## src/source/ts_config.svh

```systemverilog
`ifndef TS_CONFIG_SVH
`define TS_CONFIG_SVH

// task FIFO depth, power of two
`define TS_QUEUE_DEPTH 4

// line buffer address width, 512 entries
`define TS_LINE_W 9

// DRAM word address width
// layout is {page+line[8:6], line[5:0], dword, word}
`define TS_DRAM_AW 21

`endif

```

## src/source/ts_task_queue.sv

```systemverilog
`timescale 1ns/100ps
`default_nettype none

`include "ts_config.svh"

module ts_task_queue
(
    input  wire                  clk,
    input  wire                  reset,
    input  wire                  task_wr,
    input  wire [7:0]            task_page,
    input  wire [8:0]            task_line,
    input  wire [5:0]            task_addr,
    input  wire [`TS_LINE_W-1:0] task_x,
    input  wire [2:0]            task_size,
    input  wire                  task_flip,
    input  wire [3:0]            task_pal,
    output logic                 task_full,
    input  wire                  mem_rdy,
    output logic                 tsr_go,
    output logic [7:0]           tsr_page,
    output logic [8:0]           tsr_line,
    output logic [5:0]           tsr_addr,
    output logic [`TS_LINE_W-1:0] tsr_x,
    output logic [2:0]           tsr_size,
    output logic                 tsr_flip,
    output logic [3:0]           tsr_pal,
    output logic                 empty
);

    localparam int DEPTH  = `TS_QUEUE_DEPTH;
    localparam int PTR_W  = $clog2(DEPTH);
    localparam int TASK_W = 8 + 9 + 6 + `TS_LINE_W + 3 + 1 + 4;

    logic [TASK_W-1:0] fifo_mem [0:DEPTH-1];
    logic [PTR_W-1:0]  wr_ptr;
    logic [PTR_W-1:0]  rd_ptr;
    logic [PTR_W:0]    count;
    logic              push;

    assign task_full = (count == DEPTH[PTR_W:0]);
    assign empty     = (count == '0);
    assign push      = task_wr && !task_full;
    // head goes out as soon as the renderer is free, popped the same cycle
    assign tsr_go    = !empty && mem_rdy;

    assign {tsr_page, tsr_line, tsr_addr, tsr_x, tsr_size, tsr_flip, tsr_pal} = fifo_mem[rd_ptr];

    always_ff @(posedge clk)
    begin
        if (push)
            fifo_mem[wr_ptr] <= {task_page, task_line, task_addr, task_x,
                                 task_size, task_flip, task_pal};
    end

    // pointers wrap at depth
    always_ff @(posedge clk)
    begin
        if (reset)
        begin
            wr_ptr <= '0;
            rd_ptr <= '0;
            count  <= '0;
        end
        else
        begin
            if (push)
                wr_ptr <= wr_ptr + 1'b1;
            if (tsr_go)
                rd_ptr <= rd_ptr + 1'b1;
            count <= count + {{PTR_W{1'b0}}, push} - {{PTR_W{1'b0}}, tsr_go};
        end
    end

    // a write into a full queue is dropped
    a_no_write_when_full: assert property (@(posedge clk) disable iff (reset)
        task_wr && task_full && !tsr_go |=> count == $past(count));

endmodule

`default_nettype wire

```

## config.mk

```make
export PLATFORM = sky130hd
export DESIGN_NAME = ts_task_queue
export DESIGN_NICKNAME = d
export VERILOG_FILES = /design/src/source/ts_task_queue.sv
export VERILOG_INCLUDE_DIRS = /design/src /design/src/source
export SDC_FILE = /design/constraint.sdc
export NUM_CORES = 1
export LEC_CHECK = 0
export BUFFER_PORTS_ARGS = -buffer_cell sky130_fd_sc_hd__buf_2
export CORE_MARGIN = 2
export CORE_UTILIZATION = 61
export CTS_CLUSTER_SIZE = 30
export DETAILED_ROUTE_END_ITERATION = 8
export MAX_ROUTING_LAYER = met4
export PLACE_DENSITY = 0.93
export SYNTH_ARGS = -nofsm -noshare
export SYNTH_HDL_FRONTEND = slang
export SYNTH_SLANG_ARGS = --single-unit
```

## constraint.sdc

```tcl
create_clock -name clk -period 5.8 [get_ports clk]
set_input_delay 0 -clock clk [delete_from_list [all_inputs] [get_ports clk]]
set_output_delay 0 -clock clk [all_outputs]
set_load 0.02 [all_outputs]
```

==> results.md <==
- Largest cells by area after synthesis: edfxtp_1 76%, mux4_2 14%, dfxtp_1 2.9%
- Setup Viol. Count Final: 0
- Mapped Area: 6299 um2
- Post-synth EDFFs: between 150 and 200
- Worst-path cell chain: nor3b_2 > nor2_1 > inv_1 > ha_1 > inv_1 > ha_1 > fa_1 > xnor2_1 > xnor2_1 > nor2_1
- Req. time, crit path: slightly above 6000 ps
- Setup TNS: 0 ps
- Fmax: between 400 and 500 MHz
- Register-to-Register Path Depth: 10
- Diode count: 0
- Final Cycle Share: 0.4224
- Most instantiated library cell after synthesis: edfxtp_1
- Fin. max-slew vios: 0
- Post-synth ARST share: 0
- Post-Syn Nets: slightly above 300
- Iter 0 DRT Violations: ~230
- Tot Pwr: roughly 3.4 mW
- DRC viols: 0
- Post-Syn Instances: 260
- H-tree depth: 4
- Routed Antenna Nets: 0
- Gp weighted congestion: 0.6903
- RSZ-0062 raised after global routing: no
- Post-DP HPWL: just over 6 mm
- Port bufs: 86
- Initial Util: 0.6184
- Worst Skew: around 11 ps
- CP Capture Type: flip-flop
- Syn Area/Cell: ~24 um2
- Tmin final: 2450 ps
- Area grow syn2layout: 23.90%
- Post-synth top area share: 0.7628
- Largest net degree at the start of global routing: between 40 and 50
- CP peak stage delay: around 470 ps
- Worst-margin pin slew: about 1000 ps
- TritonRoute pass-1 iters: 4
- Largest area contributor in the netlist: edfxtp_1
- Arrival time at the worst endpoint: about 2900 ps
- Total Die Area: approximately 11,000 um2
- Core ar.: around 10,000 um2
- Status: finished, final reports clean
- Hold Vio Cnt, Final: 0
- Row count: 37
- Die W: 105.6 um
- Top Family by Delay on Critical Path: adder cells
- GR Util All Layers: 0.2274
- Drt wl/cell: 21.09 um
- Ys Warns: 0
- Multi-input gate area: 1174 um2
- I/O pins: slightly below 90
- Seq/Total Area, Yosys: 0.7914
- Share of layout cells above drive strength 1: 0.3902
- GR Overflow Total: 0
- Final net count: 449
- Power Dens Cells: 441.3 nW/um2
- First-pass GRT wire length: ~18 mm
- FF+latch area: ~5000 um2
- Slowest-stage cell, CP: dfxtp_1
- Root buf cell: clkbuf_8
- Slew margin rel.: 0.3003
- Synth Register Bits: 169
- Post-CTS setup buffer count: 0
- Clk_lat worst skew: roughly 530 ps
- Post-synth cell types: 24
- Via count: roughly 3,100
- Hold crit path type: in -> reg
- Top_reg_cell synth: edfxtp_1
- CP bufs+invs: 2
- Pleak: around 2.7 nW
- Crit Path Max Fanout: 6
- Peak supply drop: 0.0003309 V
- Sink Count: between 150 and 200
- DIE HEIGHT: between 100 and 150 um
- Max clock buf depth: 2
- Hold-critical path depth: 2
- CTS buffer count: 17
- Max-Cap Viols: 0
- Commonest cells in the netlist: 160 x edfxtp_1, 40 x mux4_2, 9 x dfxtp_1, 8 x inv_1, 6 x ha_1
- Critical path class: reg -> reg
- Post-Route WL: approximately 12 mm
- Worst hold slack: 218.6 ps
- Worst path depth: 10
- CTS tree: yes
- Vias per inst: about 5.6
- Crit start category: flip-flop
- Reg clk slew, reported paths: ~60 ps
- Initial antenna violation count: 0
- Vias in the first global route: between 3,000 and 4,000
- Layout fillers: about 560
## power breakdown
group	switching, mW	internal (mW)
clock network	0.422	0.690
logic	0.383	0.349
registers	0.126	1.47
## layout by cell type (no fill, tap or decap)
cell / count
nand2_1: 1
bufinv_16: 4
inv_1: 8
a21oi_1: 2
xor2_1: 1
mux4_2: 40
clkinv_2: 3
o31ai_2: 1
fa_1: 1
and2_2: 4
clkbuf_16: 16
xnor2_1: 2
nand2b_1: 2
clkbuf_1: 3
o21ai_0: 2
dfxtp_1: 7
nor2b_1: 2
nor3b_2: 1
nor3_2: 1
nor2_1: 4
ha_1: 6
clkinvlp_4: 1
dfxtp_4: 1
clkinv_1: 3
dfxtp_2: 1
edfxtp_1: 160
mux2i_1: 1
dlygate4sd3_1: 43
or3_1: 2
buf_2: 86
clkbuf_8: 1
## cell type report
type	instances	area share
clock buffers	20	0.05451
clock inverters	11	0.01972
inverters	8	0.003848
multi-input cells	73	0.1504
flip-flops and latches	169	0.6394
well taps	136	0.02181
repair buffers	129	0.1103
## registers in the layout, indices dropped and copies added, names as in the netlist, named ones only
| signal | flops |
|---|---|
| fifo_mem | 160 |
| count | 3 |
| rd_ptr | 2 |
| wr_ptr | 2 |
## cell families after synthesis
kind of cell / synth area share
muxes: 0.1446
AOI/OAI and AO/OA: 0.005165
adders and majority gates: 0.01510
buffers and inverters: 0.02304
xor gates and xnor gates: 0.004172
and+or+nand+nor: 0.01648
DFF: 0.7914
## worst reg2reg max path, delay by kind of cell (launching register included)
kind	cells	cell delay, ps
xor gates and xnor gates	2	360
adders and majority gates	3	900
buffers and inverters	2	140
DFF	1	470
and+or+nand+nor	3	470
## through the flow
stage                     instance area, um2  worst slack [ps]  instances  utilization
after floorplan                         6299              3590        260            -
after global placement                  6794              3636        472       0.6671
after detailed placement                6794              3473        472       0.6671
after CTS                               7804              3429        546       0.7662
after global routing                    7804              3215        546       0.7662
final                                   7804              3350        546       0.7662
## timing repair
action | in CTS | in global routing
hold buffers | 43 | 0
hold endpoints to repair | 169 | 0
gates resized for setup | 0 | 0
## per-layer routing
metal | track usage | wire length (um) | up-vias
li1 | - | - | 1359
met4 | 0.07237 | 191 | 0
met2 | 0.3682 | 6075 | 119
met1 | 0.2849 | 4585 | 1574
met3 | 0.06308 | 665 | 18
met5 | - | 0 | -
## final timing paths
kind | from | endpoint | slack [ps]
worst min-delay path | task_line[7] | fifo_mem[2][30] | 220
worst max-delay path | count[1] | count[2] | 3350
worst max register to register | count[1] | count[2] | 3350
worst min register to register | rd_ptr[1] | flip-flop | 500
No activity file was read; power rests on OpenSTA's default activity.
