<file path="src/source/ts_config.svh">
`ifndef TS_CONFIG_SVH
`define TS_CONFIG_SVH

// task FIFO depth, power of two
`define TS_QUEUE_DEPTH 4

// line buffer address width, 512 entries
`define TS_LINE_W 9

// DRAM word address width
// layout is {page+line[8:6], line[5:0], dword, word}
`define TS_DRAM_AW 21

`endif

</file>
<file path="src/source/dram_port_if.sv">
`timescale 1ns/100ps
`default_nettype none

`include "ts_config.svh"

interface dram_port_if;

    // word address of the next slot, sampled at c3
    logic [`TS_DRAM_AW-1:0] dram_addr;
    // held high while slots are wanted
    logic                   dram_req;
    // valid in the dram_next cycle
    logic [15:0]            dram_rdata;
    // c2 of a granted slot
    logic                   dram_pre_next;
    // c3 of a granted slot
    logic                   dram_next;

    modport render
    (
        output dram_addr,
        output dram_req,
        input  dram_rdata,
        input  dram_pre_next,
        input  dram_next
    );

    modport ctrl
    (
        input  dram_addr,
        input  dram_req,
        output dram_rdata,
        output dram_pre_next,
        output dram_next
    );

endinterface

`default_nettype wire

</file>
<file path="src/source/dram_slot_ctrl.sv">
`timescale 1ns/100ps
`default_nettype none

`include "ts_config.svh"

module dram_slot_ctrl
(
    input  wire                    clk,
    input  wire                    reset,
    dram_port_if.ctrl              dram,
    output logic [`TS_DRAM_AW-1:0] mem_addr,
    output logic                   mem_rd,
    input  wire  [15:0]            mem_rdata
);

    logic [1:0]  phase;
    logic        slot;
    logic [15:0] rdata_r;

    // free-running c0..c3
    always_ff @(posedge clk)
    begin
        if (reset)
            phase <= 2'd0;
        else
            phase <= phase + 2'd1;
    end

    // request seen at c3 makes the next frame a slot
    always_ff @(posedge clk)
    begin
        if (reset)
            slot <= 1'b0;
        else if (phase == 2'd3)
            slot <= dram.dram_req;
    end

    // address latched with the grant, held for the read
    always_ff @(posedge clk)
    begin
        if (phase == 2'd3 && dram.dram_req)
            mem_addr <= dram.dram_addr;
    end

    // memory answers at c2, word held for c3
    always_ff @(posedge clk)
    begin
        if (slot && phase == 2'd2)
            rdata_r <= mem_rdata;
    end

    assign mem_rd             = slot && (phase == 2'd0);
    assign dram.dram_pre_next = slot && (phase == 2'd2);
    assign dram.dram_next     = slot && (phase == 2'd3);
    assign dram.dram_rdata    = rdata_r;

    // next strobe pairs with the pre-next of the same slot
    a_next_after_pre: assert property (@(posedge clk) disable iff (reset)
        dram.dram_next == $past(dram.dram_pre_next));

endmodule

`default_nettype wire

</file>
<file path="src/flat_wrapper.sv">
// flat-port wrapper written by rule: the top's interface ports become plain ports
module dram_slot_ctrl_flat 
  (clk, reset, mem_addr, mem_rd, mem_rdata, dram_dram_addr, dram_dram_req, dram_dram_rdata, dram_dram_pre_next, dram_dram_next);
  dram_port_if dram_i ();
  input  wire clk;
  input  wire reset;
  output logic [`TS_DRAM_AW-1:0] mem_addr;
  output logic mem_rd;
  input  wire  [15:0] mem_rdata;
  input wire logic [$bits(dram_i.dram_addr)-1:0] dram_dram_addr;
  input wire logic [$bits(dram_i.dram_req)-1:0] dram_dram_req;
  output wire logic [$bits(dram_i.dram_rdata)-1:0] dram_dram_rdata;
  output wire logic [$bits(dram_i.dram_pre_next)-1:0] dram_dram_pre_next;
  output wire logic [$bits(dram_i.dram_next)-1:0] dram_dram_next;
  assign dram_i.dram_addr = dram_dram_addr;
  assign dram_i.dram_req = dram_dram_req;
  assign dram_dram_rdata = dram_i.dram_rdata;
  assign dram_dram_pre_next = dram_i.dram_pre_next;
  assign dram_dram_next = dram_i.dram_next;
  dram_slot_ctrl u_core (.clk(clk), .reset(reset), .dram(dram_i), .mem_addr(mem_addr), .mem_rd(mem_rd), .mem_rdata(mem_rdata));
endmodule
</file>
<file path="config.mk">
export PLATFORM = sky130hd
export DESIGN_NAME = dram_slot_ctrl_flat
export DESIGN_NICKNAME = d
export VERILOG_FILES = /design/src/source/dram_port_if.sv /design/src/source/dram_slot_ctrl.sv /design/src/flat_wrapper.sv
export VERILOG_INCLUDE_DIRS = /design/src /design/src/source
export SDC_FILE = /design/constraint.sdc
export NUM_CORES = 1
export LEC_CHECK = 0
export ABC_AREA = 1
export BUFFER_PORTS_ARGS = -buffer_cell sky130_fd_sc_hd__buf_4
export CORE_AREA = 10 10 71 73
export DETAILED_ROUTE_END_ITERATION = 16
export DIE_AREA = 0 0 81 83
export PLACE_DENSITY = 0.79
export SLEW_MARGIN = 15
export SYNTH_ARGS = -nofsm -noshare
export SYNTH_HDL_FRONTEND = slang
export SYNTH_SLANG_ARGS = --single-unit
</file>
<file path="constraint.sdc">
create_clock -name clk -period 3.9 [get_ports clk]
set_input_delay 0.195 -clock clk [delete_from_list [all_inputs] [get_ports clk]]
set_output_delay 0.195 -clock clk [all_outputs]
set_load 0.02 [all_outputs]
</file>
==> metrics.csv <==
metric;value;unit
outcome;complete, no violations;
setup_tns;0;ps
share of cell area taken by muxes after synthesis;0;%
number of synthesized register bits;40;
share of the synthesized area in the top cell type;87.1;%
max_slew headroom;49.9;%
site row count;22;
average size of a mapped cell;21.6;µm²
power density over cell area;417;nW/µm²
remaining design rule violation count;0;
Critical Path Max Stage Delay;460;ps
iteration count of the initial detailed-routing pass;4;
upper clock frequency limit;561;MHz
number of H-tree levels;2;
setup slack of the critical path after layout;2120;ps
Final HPWL DP;2660;µm
count of unique library cells instantiated by Yosys;8;
Chip Height;83;µm
iteration-0 DRC count of the detailed router;20;
synthesized instance count;59;
launching element of the worst setup path;u_core.phase[0];
critical path, cell by cell;inv_1 -> ha_1 -> nand2_1 -> inv_1 -> buf_4;
Leakage Power;0.879;nW
Via-to-Cell Ratio;4.06;
number of global-route vias before repair;866;
CTS max path bufs;2;
fraction of the mapped netlist area in adder cells;2.94;%
Hold Path Stages;2;
arrival time at the worst endpoint;1590;ps
Crit path required time;3700;ps
Placement Cell Area;1930;µm²
synth-to-layout area growth;59.6;%
detailed-route via count;787;
dominant delay contributor by cell family on the critical path;buffers and inverters;
fill cell instance count of the final layout;300;
Die X;81;µm
cell at the root of the clock tree;sky130_fd_sc_hd__clkbuf_8;
number of cells on the critical path;5;
count of buffers inserted at the top-level ports;79;
total area of multi-input combinational cells;75.1;µm²
summed area of non-filler cells in the final layout;2040;µm²
unrepaired setup endpoints after global routing;false;
GR Overflow Total;0;
global-route wire length before repair;4440;µm
area share of xor/xnor cells in the synthesized design;0;%
sink of the worst hold path;u_core.slot;
biggest area consumer among synthesized cells;sky130_fd_sc_hd__edfxtp_1;
final worst-path cycle share;45.7;%
Skew-Pair Late Insertion Delay;280;ps
count of nets after finishing;188;
DR WL/cell;16.5;µm
total area of sequential cells;1170;µm²
GP Congestion;0.719;
reg-to-reg setup timing slack;2310;ps
number of sinks driven by the clock tree;40;
maximum number of pins on one net before global-route repair;22;
core region area;3630;µm²
worst path buffer plus inverter count;3;
final slew viol count;0;
post-synthesis sequential area ratio;91.8;%
Clock Skews;5.36;ps
final hold violation count;0;
count of yosys warnings during synthesis;0;
endpoint of the worst register-to-register path;u_core.mem_addr[7];
clock tree from TritonCTS;built;
slowest library cell on the worst path;sky130_fd_sc_hd__inv_1;
largest family of logic cells by synthesized area;adder cells;
total of hold buffers inserted after clock tree synthesis;0;
maxcap violations;0;
launch point of the worst hold path;reset;
post-CTS setup-driven buffer insertion count;0;
leading cell types in the layout, fill and taps excluded;sky130_fd_sc_hd__buf_4, sky130_fd_sc_hd__edfxtp_1, sky130_fd_sc_hd__inv_1;
total clock buffers created by CTS;5;
diode insertion count for antenna repair;0;
critical path endpoint category;primary output;
total routed wirelength;3200;µm
count of final setup violators;0;
Reg2Reg Launch Point;u_core.phase[0];
share of final-layout standard cells stronger than drive strength 1;60.3;%
cell count of the worst reg-to-reg path;3;
pin slew with the least headroom to its limit;751;ps
number of nets with antenna violations after routing;0;
Post-Syn Area;1280;µm²
register clock-pin slew on the reported worst setup and hold paths;70;ps
num ports;80;
worst setup slack after placement;2290;ps
Die ar.;6720;µm²
post-synthesis share of cell area spent on and, or, nand and nor gates;2.25;%
crit start category;register;
overall global routing resource usage;9.13;%
most common library cell in the layout ignoring fill and taps;sky130_fd_sc_hd__buf_4;
top post-synthesis cells by area;sky130_fd_sc_hd__edfxtp_1, sky130_fd_sc_hd__dfxtp_1, sky130_fd_sc_hd__ha_1;
compound-gate portion of the synthesized area;0.686;%
WS Path Type;register to primary output;
syn nets;102;
time the final worst path needs with I/O delays and setup;1780;ps
Starting Density;35.1;%
class of the worst hold path;input pin to register;
most numerous cell on the critical path;sky130_fd_sc_hd__inv_1;
initial antenna violation count;0;
count of cells resized by post-cts repair;0;
peak ir drop on the vdd network;0.205;mV
crit path max fanout;17;
## flip-flops by register name, indices dropped and copies added, names as in the netlist
| signal | flops |
|---|---|
| u_core.dram.dram_rdata | 16 |
| u_core.mem_addr | 21 |
| u_core.phase | 2 |
| u_core.slot | 1 |
## final cells by class
cell class                      instances  share of cell area, %
Inverter                                8                   1.47
Tap cell                               48                   2.95
Clock inverter                          2                   1.72
Timing Repair Buffer                   79                   29.1
Clock buffer                            6                   3.56
Sequential cell                        40                   57.5
Multi-Input combinational cell         11                   3.69
## layer usage
metal / vias up / part of all wire, % / global-route usage (%)
met4: 0 / 1.3 / 3.76
met1: 365 / 30 / 6.69
met2: 39 / 58 / 17.1
met5: - / 0 / 0
li1: 379 / - / -
met3: 4 / 11 / 6.03
## synth_stat cells, drive strengths merged
cell type and number:
a21oi 1, inv 8, nor2 2, dfxtp 3, nand2 5, edfxtp 37
ha 3
## kinds of logic after synthesis
group | count (synthesis)
AOI/OAI and AO/OA | 1
buffers and inverters | 8
and+or+nand+nor | 7
adders and majority gates | 3
DFF | 40
## stage by stage
step | std cells | total power, mW | hold slack [ps] | utilization [%]
5_1_grt | 194 | 0.884 | 52.3 | 56.1
3_3_place_gp | 186 | 0.539 | 369 | 53.1
3_5_place_dp | 186 | 0.542 | 370 | 53.1
4_1_cts | 194 | 0.864 | 58.8 | 56.1
6_report | 194 | 0.850 | 73.1 | 56.1
2_1_floorplan | 59 | 0.502 | 257 | -
## where the power goes
group	switching (mW)	total, mW	internal [mW]
logic	0.0201	0.0526	0.0324
registers	0.00286	0.479	0.476
clock network	0.129	0.318	0.190
## worst max-delay path by stage
stage and endpoint:
2_1_floorplan u_core.mem_addr[0], 3_3_place_gp u_core.mem_addr[12], 3_5_place_dp u_core.mem_addr[0], 4_1_cts dram_dram_pre_next, 5_1_grt dram_dram_pre_next, 6_report dram_dram_pre_next
No activity file was read; power rests on OpenSTA's default activity.
