`src/source/ts_config.svh`:
```
`ifndef TS_CONFIG_SVH
`define TS_CONFIG_SVH

// task FIFO depth, power of two
`define TS_QUEUE_DEPTH 4

// line buffer address width, 512 entries
`define TS_LINE_W 9

// DRAM word address width
// layout is {page+line[8:6], line[5:0], dword, word}
`define TS_DRAM_AW 21

`endif

```
`src/source/ts_pkg.sv`:
```
`default_nettype none

package ts_pkg;

    // nibble slots inside a line buffer entry
    localparam int TS_PIX = 0;
    localparam int TS_PAL = 1;

    // one line buffer entry
    // renderer sees palette and pixel nibbles,
    // scanout sees one palette RAM index
    typedef union packed
    {
        logic [1:0][3:0] fields;
        logic [7:0]      idx;
    } ts_pixel_u;

endpackage

`default_nettype wire

```
`src/source/dram_port_if.sv`:
```
`timescale 1ns/100ps
`default_nettype none

`include "ts_config.svh"

interface dram_port_if;

    // word address of the next slot, sampled at c3
    logic [`TS_DRAM_AW-1:0] dram_addr;
    // held high while slots are wanted
    logic                   dram_req;
    // valid in the dram_next cycle
    logic [15:0]            dram_rdata;
    // c2 of a granted slot
    logic                   dram_pre_next;
    // c3 of a granted slot
    logic                   dram_next;

    modport render
    (
        output dram_addr,
        output dram_req,
        input  dram_rdata,
        input  dram_pre_next,
        input  dram_next
    );

    modport ctrl
    (
        input  dram_addr,
        input  dram_req,
        output dram_rdata,
        output dram_pre_next,
        output dram_next
    );

endinterface

`default_nettype wire

```
`src/source/video_ts_render.sv`:
```
`timescale 1ns/100ps
`default_nettype none

`include "ts_config.svh"

// one task = (x_size+1) x 8 pixels = 2*x_size+2 DRAM words
// pixel order inside a word: [7:4], [3:0], [15:12], [11:8]
// mem_rdy comes back at c3 of the last slot, one go there keeps slots back to back
module video_ts_render
(
    input  wire                    clk,
    input  wire                    reset,
    input  wire  [`TS_LINE_W-1:0]  x_coord,
    input  wire  [2:0]             x_size,
    input  wire                    flip,
    input  wire                    tsr_go,
    input  wire  [5:0]             addr,
    input  wire  [8:0]             line,
    input  wire  [7:0]             page,
    input  wire  [3:0]             pal,
    output logic                   mem_rdy,
    output logic [`TS_LINE_W-1:0]  ts_waddr,
    output ts_pkg::ts_pixel_u      ts_wdata,
    output logic                   ts_we,
    dram_port_if.render            dram
);

    import ts_pkg::*;

    localparam int LW = `TS_LINE_W;
    localparam int AW = `TS_DRAM_AW;

    logic [AW-1:0] addr_in;
    logic [AW-1:0] addr_next;
    logic [AW-1:0] addr_reg;
    logic [4:0]    cyc;
    logic [11:0]   data;
    logic [2:0]    cnt;
    logic          render_on;
    logic [3:0]    pix;
    logic          tsr_rld;
    logic          tsr_rld_stb;
    logic [LW-1:0] x_coord_d;
    logic [3:0]    pal_d;
    logic          flip_d;
    logic [3:0]    pal_r;
    logic          flip_r;
    logic [LW-1:0] x_next;

    // request held until the last slot is granted
    assign dram.dram_req = tsr_go || !mem_rdy;

    // word address of the task start
    assign addr_in = {page + {5'd0, line[8:6]}, line[5:0], addr, 1'b0};
    // stays within one bitmap line, low 7 bits step
    assign addr_next = {addr_reg[AW-1:7], addr_reg[6:0] + {6'd0, dram.dram_next}};
    assign dram.dram_addr = tsr_go ? addr_in : addr_next;

    always_ff @(posedge clk)
    begin
        addr_reg <= dram.dram_addr;
    end

    // slot countdown, bit 4 set means idle
    assign mem_rdy = cyc[4];

    always_ff @(posedge clk)
    begin
        if (reset)
            cyc <= 5'b10000;
        else if (tsr_go)
            cyc <= {1'b0, x_size, 1'b1};
        else if (dram.dram_pre_next)
            cyc <= cyc - 5'd1;
    end

    // keep the three nibbles used after the next cycle
    always_ff @(posedge clk)
    begin
        if (dram.dram_next)
            data <= {dram.dram_rdata[3:0], dram.dram_rdata[15:8]};
    end

    // pixel counter, 0 in the next cycle, 3 at the following c2
    assign render_on = !cnt[2];

    always_ff @(posedge clk)
    begin
        if (reset)
            cnt <= 3'b100;
        else if (dram.dram_pre_next)
            cnt <= 3'b000;
        else if (render_on)
            cnt <= cnt + 3'd1;
    end

    // pending reload of the write position
    always_ff @(posedge clk)
    begin
        if (reset)
            tsr_rld <= 1'b0;
        else if (tsr_go)
            tsr_rld <= 1'b1;
        else if (dram.dram_pre_next)
            tsr_rld <= 1'b0;
    end

    assign tsr_rld_stb = tsr_rld && dram.dram_pre_next;

    // staged task fields, previous task may still be drawing
    // flipped start is the far end of the sprite
    always_ff @(posedge clk)
    begin
        if (tsr_go)
        begin
            x_coord_d <= x_coord + (flip ? {{(LW-6){1'b0}}, x_size, 3'b111} : '0);
            pal_d     <= pal;
            flip_d    <= flip;
        end
    end

    // switched at the first pre-next of the new task
    always_ff @(posedge clk)
    begin
        if (tsr_rld_stb)
        begin
            pal_r  <= pal_d;
            flip_r <= flip_d;
        end
    end

    // down when flipped
    assign x_next = flip_r ? ts_waddr - 1'b1 : ts_waddr + 1'b1;

    always_ff @(posedge clk)
    begin
        if (tsr_rld_stb)
            ts_waddr <= x_coord_d;
        else if (render_on)
            ts_waddr <= x_next;
    end

    // first nibble straight off the bus, rest from data
    always_comb
    begin
        case (cnt[1:0])
            2'd0:    pix = dram.dram_rdata[7:4];
            2'd1:    pix = data[11:8];
            2'd2:    pix = data[7:4];
            default: pix = data[3:0];
        endcase
    end

    always_comb
    begin
        ts_wdata.fields[TS_PAL] = pal_r;
        ts_wdata.fields[TS_PIX] = pix;
    end

    // pixel 0 is transparent
    assign ts_we = render_on && (pix != 4'd0);

    a_go_when_ready: assert property (@(posedge clk) disable iff (reset)
        tsr_go |-> mem_rdy);

    // writes only in the four cycles after a slot's pre-next
    a_we_in_window: assert property (@(posedge clk) disable iff (reset)
        ts_we |-> $past(dram.dram_pre_next, 1) || $past(dram.dram_pre_next, 2)
               || $past(dram.dram_pre_next, 3) || $past(dram.dram_pre_next, 4));

endmodule

`default_nettype wire

```
`src/flat_wrapper.sv`:
```
// flat-port wrapper written by rule: the top's interface ports become plain ports
module video_ts_render_flat import ts_pkg::*;
  (clk, reset, x_coord, x_size, flip, tsr_go, addr, line, page, pal, mem_rdy, ts_waddr, ts_wdata, ts_we, dram_dram_addr, dram_dram_req, dram_dram_rdata, dram_dram_pre_next, dram_dram_next);
  dram_port_if dram_i ();
  input  wire clk;
  input  wire reset;
  input  wire  [`TS_LINE_W-1:0] x_coord;
  input  wire  [2:0] x_size;
  input  wire flip;
  input  wire tsr_go;
  input  wire  [5:0] addr;
  input  wire  [8:0] line;
  input  wire  [7:0] page;
  input  wire  [3:0] pal;
  output logic mem_rdy;
  output logic [`TS_LINE_W-1:0] ts_waddr;
  output ts_pkg::ts_pixel_u ts_wdata;
  output logic ts_we;
  output wire logic [$bits(dram_i.dram_addr)-1:0] dram_dram_addr;
  output wire logic [$bits(dram_i.dram_req)-1:0] dram_dram_req;
  input wire logic [$bits(dram_i.dram_rdata)-1:0] dram_dram_rdata;
  input wire logic [$bits(dram_i.dram_pre_next)-1:0] dram_dram_pre_next;
  input wire logic [$bits(dram_i.dram_next)-1:0] dram_dram_next;
  assign dram_dram_addr = dram_i.dram_addr;
  assign dram_dram_req = dram_i.dram_req;
  assign dram_i.dram_rdata = dram_dram_rdata;
  assign dram_i.dram_pre_next = dram_dram_pre_next;
  assign dram_i.dram_next = dram_dram_next;
  video_ts_render u_core (.clk(clk), .reset(reset), .x_coord(x_coord), .x_size(x_size), .flip(flip), .tsr_go(tsr_go), .addr(addr), .line(line), .page(page), .pal(pal), .mem_rdy(mem_rdy), .ts_waddr(ts_waddr), .ts_wdata(ts_wdata), .ts_we(ts_we), .dram(dram_i));
endmodule
```
`config.mk`:
```
export PLATFORM = sky130hd
export DESIGN_NAME = video_ts_render_flat
export DESIGN_NICKNAME = d
export VERILOG_FILES = /design/src/source/ts_pkg.sv /design/src/source/dram_port_if.sv /design/src/source/video_ts_render.sv /design/src/flat_wrapper.sv
export VERILOG_INCLUDE_DIRS = /design/src /design/src/source
export SDC_FILE = /design/constraint.sdc
export NUM_CORES = 1
export LEC_CHECK = 0
export BUFFER_PORTS_ARGS = -buffer_cell sky130_fd_sc_hd__clkbuf_2
export CAP_MARGIN = 20
export CORE_UTILIZATION = 30
export DETAILED_ROUTE_END_ITERATION = 7
export SYNTH_ARGS = -nofsm -noshare
export SYNTH_HDL_FRONTEND = slang
export SYNTH_SLANG_ARGS = --single-unit
```
`constraint.sdc`:
```
create_clock -name clk -period 2.6 [get_ports clk]
set_input_delay 0.26 -clock clk [delete_from_list [all_inputs] [get_ports clk]]
set_output_delay 0.26 -clock clk [all_outputs]
set_load 0.02 [all_outputs]
```
==> out/results.tsv, run 1 <==
metric	value	unit
outcome	finished, final reports clean	
clk-insertion-delay-late	0.33	ns
min_from	dram_dram_rdata[8]	
cts.clk_slew.worst_paths	0.06	ns
clock_skew	0.008604	ns
postSynthCellCount	302	
setup_tns	0	ns
path_max_fanout	4	
synth_cell_types	38	
yosys_register_bits	70	
routed_via_density	4.558	
cts_resized	0	
die_w	108.8	um
drive_above_1_share	32.13	%
grt_pass1_wl	11410	um
hold_violations	0	
rr_startpoint	u_core.flip_r	
start_kind	flop	
post-cts-setup-buffers	0	
max_freq	440.5	MHz
rsz0062_at_grt	false	
p_sw_share	26.67	%
grt_use_total	12.75	%
internal_power	0.002494	W
synth-edff-count	40	
yosysWarnings	0	
reg2reg_slack	0.50	ns
p_sw	0.0009071	W
ctsHoldBuffers	0	
start_util	31.18	%
cts_sinks	70	
relSlewSlack	48.64	%
syn-cell-area	3425	sq um
whs_endpoint	u_core.data[0]	
dr.pass1.iters	4	
finalSetupViolCount	0	
nFillCells	1066	
h-tree-depth	3	
worstSetupPathType	reg2out	
power_density	769.9	nW/um^2
drv_slew	0	
p_comb_share	20.5	%
fin_crit_sh	87.32	%
largest_reg_flops	21	
power_frac_seq	40.9	%
ys_seq_area_share	52.61	%
ant_nets	0	
gp_congestion	0.7060	
ir_worst_vdd	0.3413	mV
critPathArrivalTime	2.01	ns
rows	38	
required	2.34	ns
n_antenna_cell	0	
min_period	2.270	ns
cts_tree	yes	
cts-buffers-inserted	9	
dr.first_iter.drc_count	92	
ff2ff_path_depth	6	
dieArea	11850	sq um
layout_commonest_cell	clkbuf_2	
max_cap_violations	0	
synth-main-ff-cell	edfxtp_1	
die_height	108.8	um
avgSynthCellArea	11.34	sq um
overflow	0	
final_util	40.21	%
grt_max_degree	38	
holdPathStages	1	
critPathCaptureType	primary output	
layout.nets	496	
clockBufferDepth	2	
area_delta_synth_final	28.97	%
boundaryPins	102	
drcViolationCount	0	
io_buffers	101	
r2r-end	u_core.ts_waddr[5]	
num_vias	2525	
pwr-share-clk	38.6	%
worstHoldPathType	in2reg	
final_cell_mix	101 x clkbuf_2, 40 x edfxtp_1, 30 x dfxtp_1, 27 x nor2_1, 23 x ha_1	
antenna_found_initial	0	
leakage	1.916	nW
worstMarginPinSlew	0.7704	ns
grt_pass1_vias	2555	
async_flop_share	0	%
coreArea	10980	sq um
hpwl	5301	um
drt_wl_total	6822	um
cts-root-buf	clkbuf_16	
routedWlPerCell	12.31	um
syn-num-nets	389	
critical path: stages (launching register included):
cell	delay, ns
dfxtp_1	0.38
inv_1	0.09
ha_1	0.23
a222oi_1	0.34
mux2i_1	0.16
nor4_1	0.28
nor2_1	0.06
clkbuf_2	0.16
logic make-up (layout without fill, tap and decap cells):
family,Yosys count,count (layout),synth area share (%)
mux,17,17,5.334
xor+xnor,28,28,7.161
buf+inv,26,138,3.033
compound gates,61,61,11.44
fa+ha+maj,26,26,10.16
simple gates,74,74,10.27
flops,70,70,52.61
worst max path at each step:
stage | start | endpoint | cells past startpoint
finish | u_core.cnt[1] | ts_we | 7
global route | u_core.cnt[1] | ts_we | 7
floorplan | u_core.cnt[0] | ts_we | 5
global placement | flip | u_core.x_coord_d[8] | 8
CTS | u_core.cnt[1] | ts_we | 7
detailed placement | flip | u_core.x_coord_d[8] | 8
final cells by class:
type | instances | area [sq um] | area share (%)
Clock inverter | 5 | 82.58 | 1.870
Sequential cell | 70 | 1802 | 40.79
Multi-Input combinational cell | 206 | 1519 | 34.39
Clock buffer | 11 | 242.7 | 5.496
Tap cell | 140 | 175.2 | 3.966
Inverter | 18 | 67.56 | 1.530
Timing Repair Buffer | 104 | 528.0 | 11.95
power by group through the flow:
stage	sequential, W	combinational (W)	clock [W]
CTS	0.00139	0.000707	0.00136
floorplan	0.00144	0.000444	0
detailed placement	0.00142	0.000701	0
finish	0.00139	0.000698	0.00131
global placement	0.00141	0.000688	0
global route	0.00141	0.000779	0.00139
metrics by stage:
| stage | worst slack, ns | instance area, sq um | std cells | total power (W) | hold slack [ns] |
|---|---|---|---|---|---|
| after floorplan | 0.6622 | 3425 | 302 | 0.001889 | 0.3589 |
| after global placement | 0.4885 | 4091 | 538 | 0.002099 | 0.4016 |
| after detailed placement | 0.4447 | 4091 | 538 | 0.002117 | 0.4066 |
| after CTS | 0.2964 | 4417 | 554 | 0.003457 | 0.08664 |
| after global routing | 0.1435 | 4417 | 554 | 0.003579 | 0.09337 |
| final | 0.3297 | 4417 | 554 | 0.003401 | 0.1052 |
cell usage after synthesis, types with 4 or more instances:
cell type	instances	area (sq um)
o211ai_1	4	30.03
inv_1	17	63.81
a21o_1	4	30.03
nor2_1	27	101.4
nor3_1	5	25.02
a21oi_1	21	105.1
mux2_2	10	112.6
ha_1	23	287.8
edfxtp_1	40	1201
clkbuf_1	5	18.77
nand2b_1	7	43.79
mux2i_1	7	70.07
dfxtp_1	30	600.6
o21ai_0	13	65.06
nor2b_1	5	31.28
xor2_1	12	105.1
nand2_1	18	67.56
o21bai_1	4	30.03
xnor2_1	16	140.1
a222oi_1	4	40.04
per-layer routing:
metal | vias up | wire length (um) | track usage (%)
met1 | 1151 | 2825 | 14.06
met3 | 12 | 497 | 4.842
met5 | - | 0 | 0
met2 | 73 | 3310 | 21.02
met4 | 0 | 188 | 7.239
li1 | 1289 | - | -
Power figures use the tool's default switching activity.
==> run 2: changes to the inputs <==
--- a/config.mk
+++ b/config.mk
@@ -10,6 +10,7 @@
 export CAP_MARGIN = 20
 export CORE_UTILIZATION = 30
 export DETAILED_ROUTE_END_ITERATION = 7
+export PLACE_DENSITY = 0.52
 export SYNTH_ARGS = -nofsm -noshare
 export SYNTH_HDL_FRONTEND = slang
 export SYNTH_SLANG_ARGS = --single-unit
==> out/results.tsv, run 2 (same netlist as run 1, synthesis figures left out) <==
metric	value	unit	change
hpwl	5414	um	+2.1%
grt_use_total	13.11	%	+0.37 points
required	2.34	ns	about the same
cts-buffers-inserted	9		unchanged
dr.first_iter.drc_count	129		+40%
critPathArrivalTime	2.03	ns	+0.02 ns
clk-insertion-delay-late	0.33	ns	about the same
grt_pass1_wl	11650	um	+2.1%
routed_via_density	4.523		-0.75%
coreArea	10980	sq um	unchanged
start_kind	flop		
drv_slew	0		unchanged
h-tree-depth	3		unchanged
worstHoldPathType	in2reg		
cts_resized	0		unchanged
grt_pass1_vias	2548		-0.27%
worstMarginPinSlew	0.6610	ns	-0.1094 ns
setup_tns	0	ns	unchanged
leakage	1.932	nW	+0.82%
drcViolationCount	0		unchanged
cts.clk_slew.worst_paths	0.06	ns	about the same
power_density	783.6	nW/um^2	+1.8%
rows	38		unchanged
routedWlPerCell	12.93	um	+5.0%
start_util	31.18	%	unchanged
die_height	108.8	um	unchanged
rsz0062_at_grt	false		
met3_usage	4.543	%	-0.30 points
nFillCells	1089		+2.2%
dieArea	11850	sq um	unchanged
multi_input_area	1519	sq um	unchanged
max_freq	436.6	MHz	-0.88%
final_cell_mix	101 x clkbuf_2, 40 x edfxtp_1, 30 x dfxtp_1, 27 x nor2_1, 23 x ha_1		
ir_worst_vdd	0.2953	mV	-13%
ff2ff_path_depth	7		+1
overflow	0		unchanged
use_met2	21.93	%	+0.90 points
layout_commonest_cell	clkbuf_2		
drt_wl_total	7161	um	+5.0%
die_w	108.8	um	unchanged
finalSetupViolCount	0		unchanged
clockBufferDepth	2		unchanged
final_util	40.39	%	+0.17 points
clock_skew	0.004416	ns	-0.004188 ns
cts_sinks	70		unchanged
grt_max_degree	33		-13%
max_cap_violations	0		unchanged
cts-root-buf	clkbuf_16		
n_antenna_cell	0		unchanged
path_max_fanout	4		unchanged
min_period	2.290	ns	+0.02005 ns
busiest_layer	met2		
gp_congestion	0.7871		+11%
dr.pass1.iters	4		unchanged
met1_usage	15.24	%	+1.2 points
ctsHoldBuffers	0		unchanged
relSlewSlack	55.94	%	+7.3 points
critPathCaptureType	primary output		
boundaryPins	102		unchanged
post-cts-setup-buffers	0		unchanged
holdPathStages	1		unchanged
cts_tree	yes		
io_buffers	101		unchanged
seqCellArea	1802	sq um	unchanged
worstSetupPathType	reg2out		
area_delta_synth_final	29.52	%	
layout.nets	496		unchanged
hold_violations	0		unchanged
antenna_found_initial	0		unchanged
outcome	finished, final reports clean		
num_vias	2506		-0.75%
largest_reg_flops	21		unchanged
fin_crit_sh	88.09	%	+0.77 points
drive_above_1_share	32.13	%	unchanged
ant_nets	0		unchanged
## run 2: cell types whose count changed in the layout (fill, tap and decap cells not counted)
cell,change
clkinvlp_4,-2
clkbuf_16,+1
clkinv_4,+1
## run 2: through the flow
step                total power (W)  instances  setup slack [ns]  hold slack (ns)  cell area, sq um
finish                     0.003476        554            0.3097           0.1092              4436
global route               0.003675        554            0.1071          0.09050              4436
CTS                        0.003521        554            0.2716          0.09402              4436
detailed placement         0.002119        538            0.4555           0.4062              4091
global placement           0.002108        538            0.4835           0.4002              4091
floorplan                  0.001889        302            0.6622           0.3589              3425
## run 2: per-layer routing
| metal | routed length, um | vias up |
|---|---|---|
| met5 | 0 | - |
| met4 | 68 | 0 |
| met3 | 512 | 6 |
| met2 | 3442 | 87 |
| met1 | 3138 | 1124 |
| li1 | - | 1289 |
## run 2: worst paths after layout
path	start	to	slack (ns)
worst max-delay path	u_core.cnt[1]	ts_we	0.31
worst min-delay path	pal[1]	u_core.pal_d[1]	0.11
worst max register to register	u_core.flip_r	u_core.ts_waddr[8]	0.50
worst min register to register	u_core.pal_d[2]	u_core.pal_r[2]	0.42
## run 2: critical path, cell delays in order, from the launching register on
cell,delay [ns]
dfxtp_1,0.37
inv_1,0.08
ha_1,0.23
a222oi_1,0.39
mux2i_1,0.15
nor4_1,0.27
nor2_1,0.06
clkbuf_2,0.16
## run 2: where the power goes
part	switching (W)	internal (W)
Clock	0.000455	0.000926
Sequential	0.0000595	0.00133
Combinational	0.000405	0.000299
## run 2: final cells by class
class / instances / share of cell area (%)
Clock buffer: 12 / 6.037
Inverter: 18 / 1.523
Timing Repair Buffer: 104 / 11.90
Clock inverter: 4 / 1.721
Tap cell: 140 / 3.949
Sequential cell: 70 / 40.62
Multi-Input combinational cell: 206 / 34.25
==> run 3: changes to the inputs <==
--- a/config.mk
+++ b/config.mk
@@ -8,6 +8,8 @@
 export LEC_CHECK = 0
 export BUFFER_PORTS_ARGS = -buffer_cell sky130_fd_sc_hd__clkbuf_2
 export CAP_MARGIN = 20
+export CORE_ASPECT_RATIO = 2
+export CORE_MARGIN = 2
 export CORE_UTILIZATION = 30
 export DETAILED_ROUTE_END_ITERATION = 7
 export PLACE_DENSITY = 0.52
==> out/results.tsv, run 3 (same netlist as run 1, synthesis figures left out) <==
metric	value	unit	change
outcome	finished, final reports clean		
cp.depth	7		unchanged
worstMarginPinSlew	0.7638	ns	+0.1028 ns
worstHoldPathType	in2reg		
gp_congestion	0.7381		-6.2%
drive_above_1_share	32.20	%	+0.078 points
place_area	4086	sq um	-0.12%
final_cell_mix	101 x clkbuf_2, 40 x edfxtp_1, 30 x dfxtp_1, 27 x nor2_1, 23 x ha_1		
antenna_found_initial	0		unchanged
drcViolationCount	0		unchanged
clockBufferDepth	2		unchanged
ff2ff_path_depth	6		-1
area_delta_synth_final	28.06	%	
rr_startpoint	u_core.flip_r		
drv_slew	0		unchanged
p_sw	0.0009388	W	+2.0%
hpwl	6274	um	+16%
rsz0062_at_grt	false		
max_freq	435.7	MHz	-0.20%
clock_skew	0.004435	ns	+0.00001849 ns
dr.first_iter.drc_count	106		-18%
critPathArrivalTime	2.03	ns	about the same
grt_max_degree	37		+12%
grt_pass1_wl	12650	um	+8.6%
crit_buf_inv	2		unchanged
setup_tns	0	ns	unchanged
min_from	dram_dram_rdata[3]		
cts.clk_slew.worst_paths	0.06	ns	about the same
routed_via_density	4.652		+2.8%
clk-insertion-delay-late	0.33	ns	about the same
hold_violations	0		unchanged
finalSetupViolCount	0		unchanged
overflow	0		unchanged
power_frac_seq	41.9	%	+1.9 points
p_sw_share	28.35	%	+1.9 points
start_kind	flop		
internal_power	0.002373	W	-7.1%
grt_pass1_vias	2735		+7.3%
num_vias	2582		+3.0%
max_cap_violations	0		unchanged
h-tree-depth	3		unchanged
layout_commonest_cell	clkbuf_2		
post-cts-setup-buffers	0		unchanged
cts_sinks	70		unchanged
n_antenna_cell	0		unchanged
crit_path_start	u_core.cnt[1]		
p_comb_share	21.4	%	+1.1 points
ir_worst_vdd	0.5176	mV	+75%
layout.nets	495		-0.20%
dr.pass1.iters	4		unchanged
ctsHoldBuffers	0		unchanged
leakage	1.909	nW	-1.2%
critPathCaptureType	primary output		
cts-buffers-inserted	9		unchanged
routedWlPerCell	13.94	um	+7.8%
die_height	155.1	um	+42%
holdPathStages	1		unchanged
min_period	2.295	ns	+0.004667 ns
coreArea	11220	sq um	+2.1%
boundaryPins	102		unchanged
rows	55		+45%
power_density	755.2	nW/um^2	-3.6%
largest_reg_flops	21		unchanged
start_util	30.53	%	-0.65 points
io_buffers	101		unchanged
required	2.34	ns	about the same
dieArea	12340	sq um	+4.2%
drt_wl_total	7734	um	+8.0%
worstSetupPathType	reg2out		
path_max_fanout	4		unchanged
cts_resized	0		unchanged
cp_slowest_stage_delay	0.37	ns	-0.02 ns
die_w	79.55	um	-27%
fin_crit_sh	88.27	%	+0.18 points
cts-root-buf	clkbuf_16		
grt_use_total	13.62	%	+0.51 points
cts_tree	yes		
relSlewSlack	49.08	%	-6.9 points
ant_nets	0		unchanged
pwr-share-clk	36.7	%	-3.0 points
cp_top_family	flip-flops		
slowest_stage	dfxtp_1		
stdcell_area	4385	sq um	-1.1%
path_cells	inv_1 > ha_1 > a222oi_1 > mux2i_1 > nor4_1 > nor2_1 > clkbuf_2		
## run 3: layer usage
metal / GRT usage [%] / part of all wire [%]
met2: 27.21 / 60
met1: 11.62 / 33
met4: 5.665 / 1.8
met3: 4.524 / 5.5
met5: 0 / 0
## run 3: final timing paths
kind,endpoint,slack (ns)
worst max-delay path,ts_we,0.31
worst max register to register,u_core.ts_waddr[7],0.49
worst min register to register,u_core.pal_r[0],0.42
worst min-delay path,u_core.data[11],0.10
## run 3: area by class of cell
| cell class | count | area [sq um] |
|---|---|---|
| Fill cell | 1092 | 6832 |
| Sequential cell | 70 | 1802 |
| Clock buffer | 9 | 225.2 |
| Clock inverter | 7 | 73.82 |
| Inverter | 18 | 67.56 |
| Timing Repair Buffer | 103 | 520.5 |
| Multi-Input combinational cell | 206 | 1519 |
| Tap cell | 142 | 177.7 |
## run 3: power groups by stage
stage | Sequential, W | Clock, W | Combinational, W
2_1_floorplan | 0.00144 | 0 | 0.000444
3_3_place_gp | 0.00141 | 0 | 0.000714
3_5_place_dp | 0.00141 | 0 | 0.000717
4_1_cts | 0.00139 | 0.00126 | 0.000722
5_1_grt | 0.00140 | 0.00132 | 0.000792
6_report | 0.00139 | 0.00122 | 0.000708
## run 3: through the flow
stage	utilization (%)	hold WS (ns)	worst slack, ns	total power, W	std cells
final	39.10	0.1014	0.3050	0.003312	555
after global routing	39.10	0.07754	0.09188	0.003512	555
after CTS	39.10	0.08594	0.2546	0.003371	555
after detailed placement	36.43	0.4045	0.4138	0.002132	539
after global placement	36.43	0.4024	0.4455	0.002127	539
after floorplan	-	0.3589	0.6622	0.001889	302
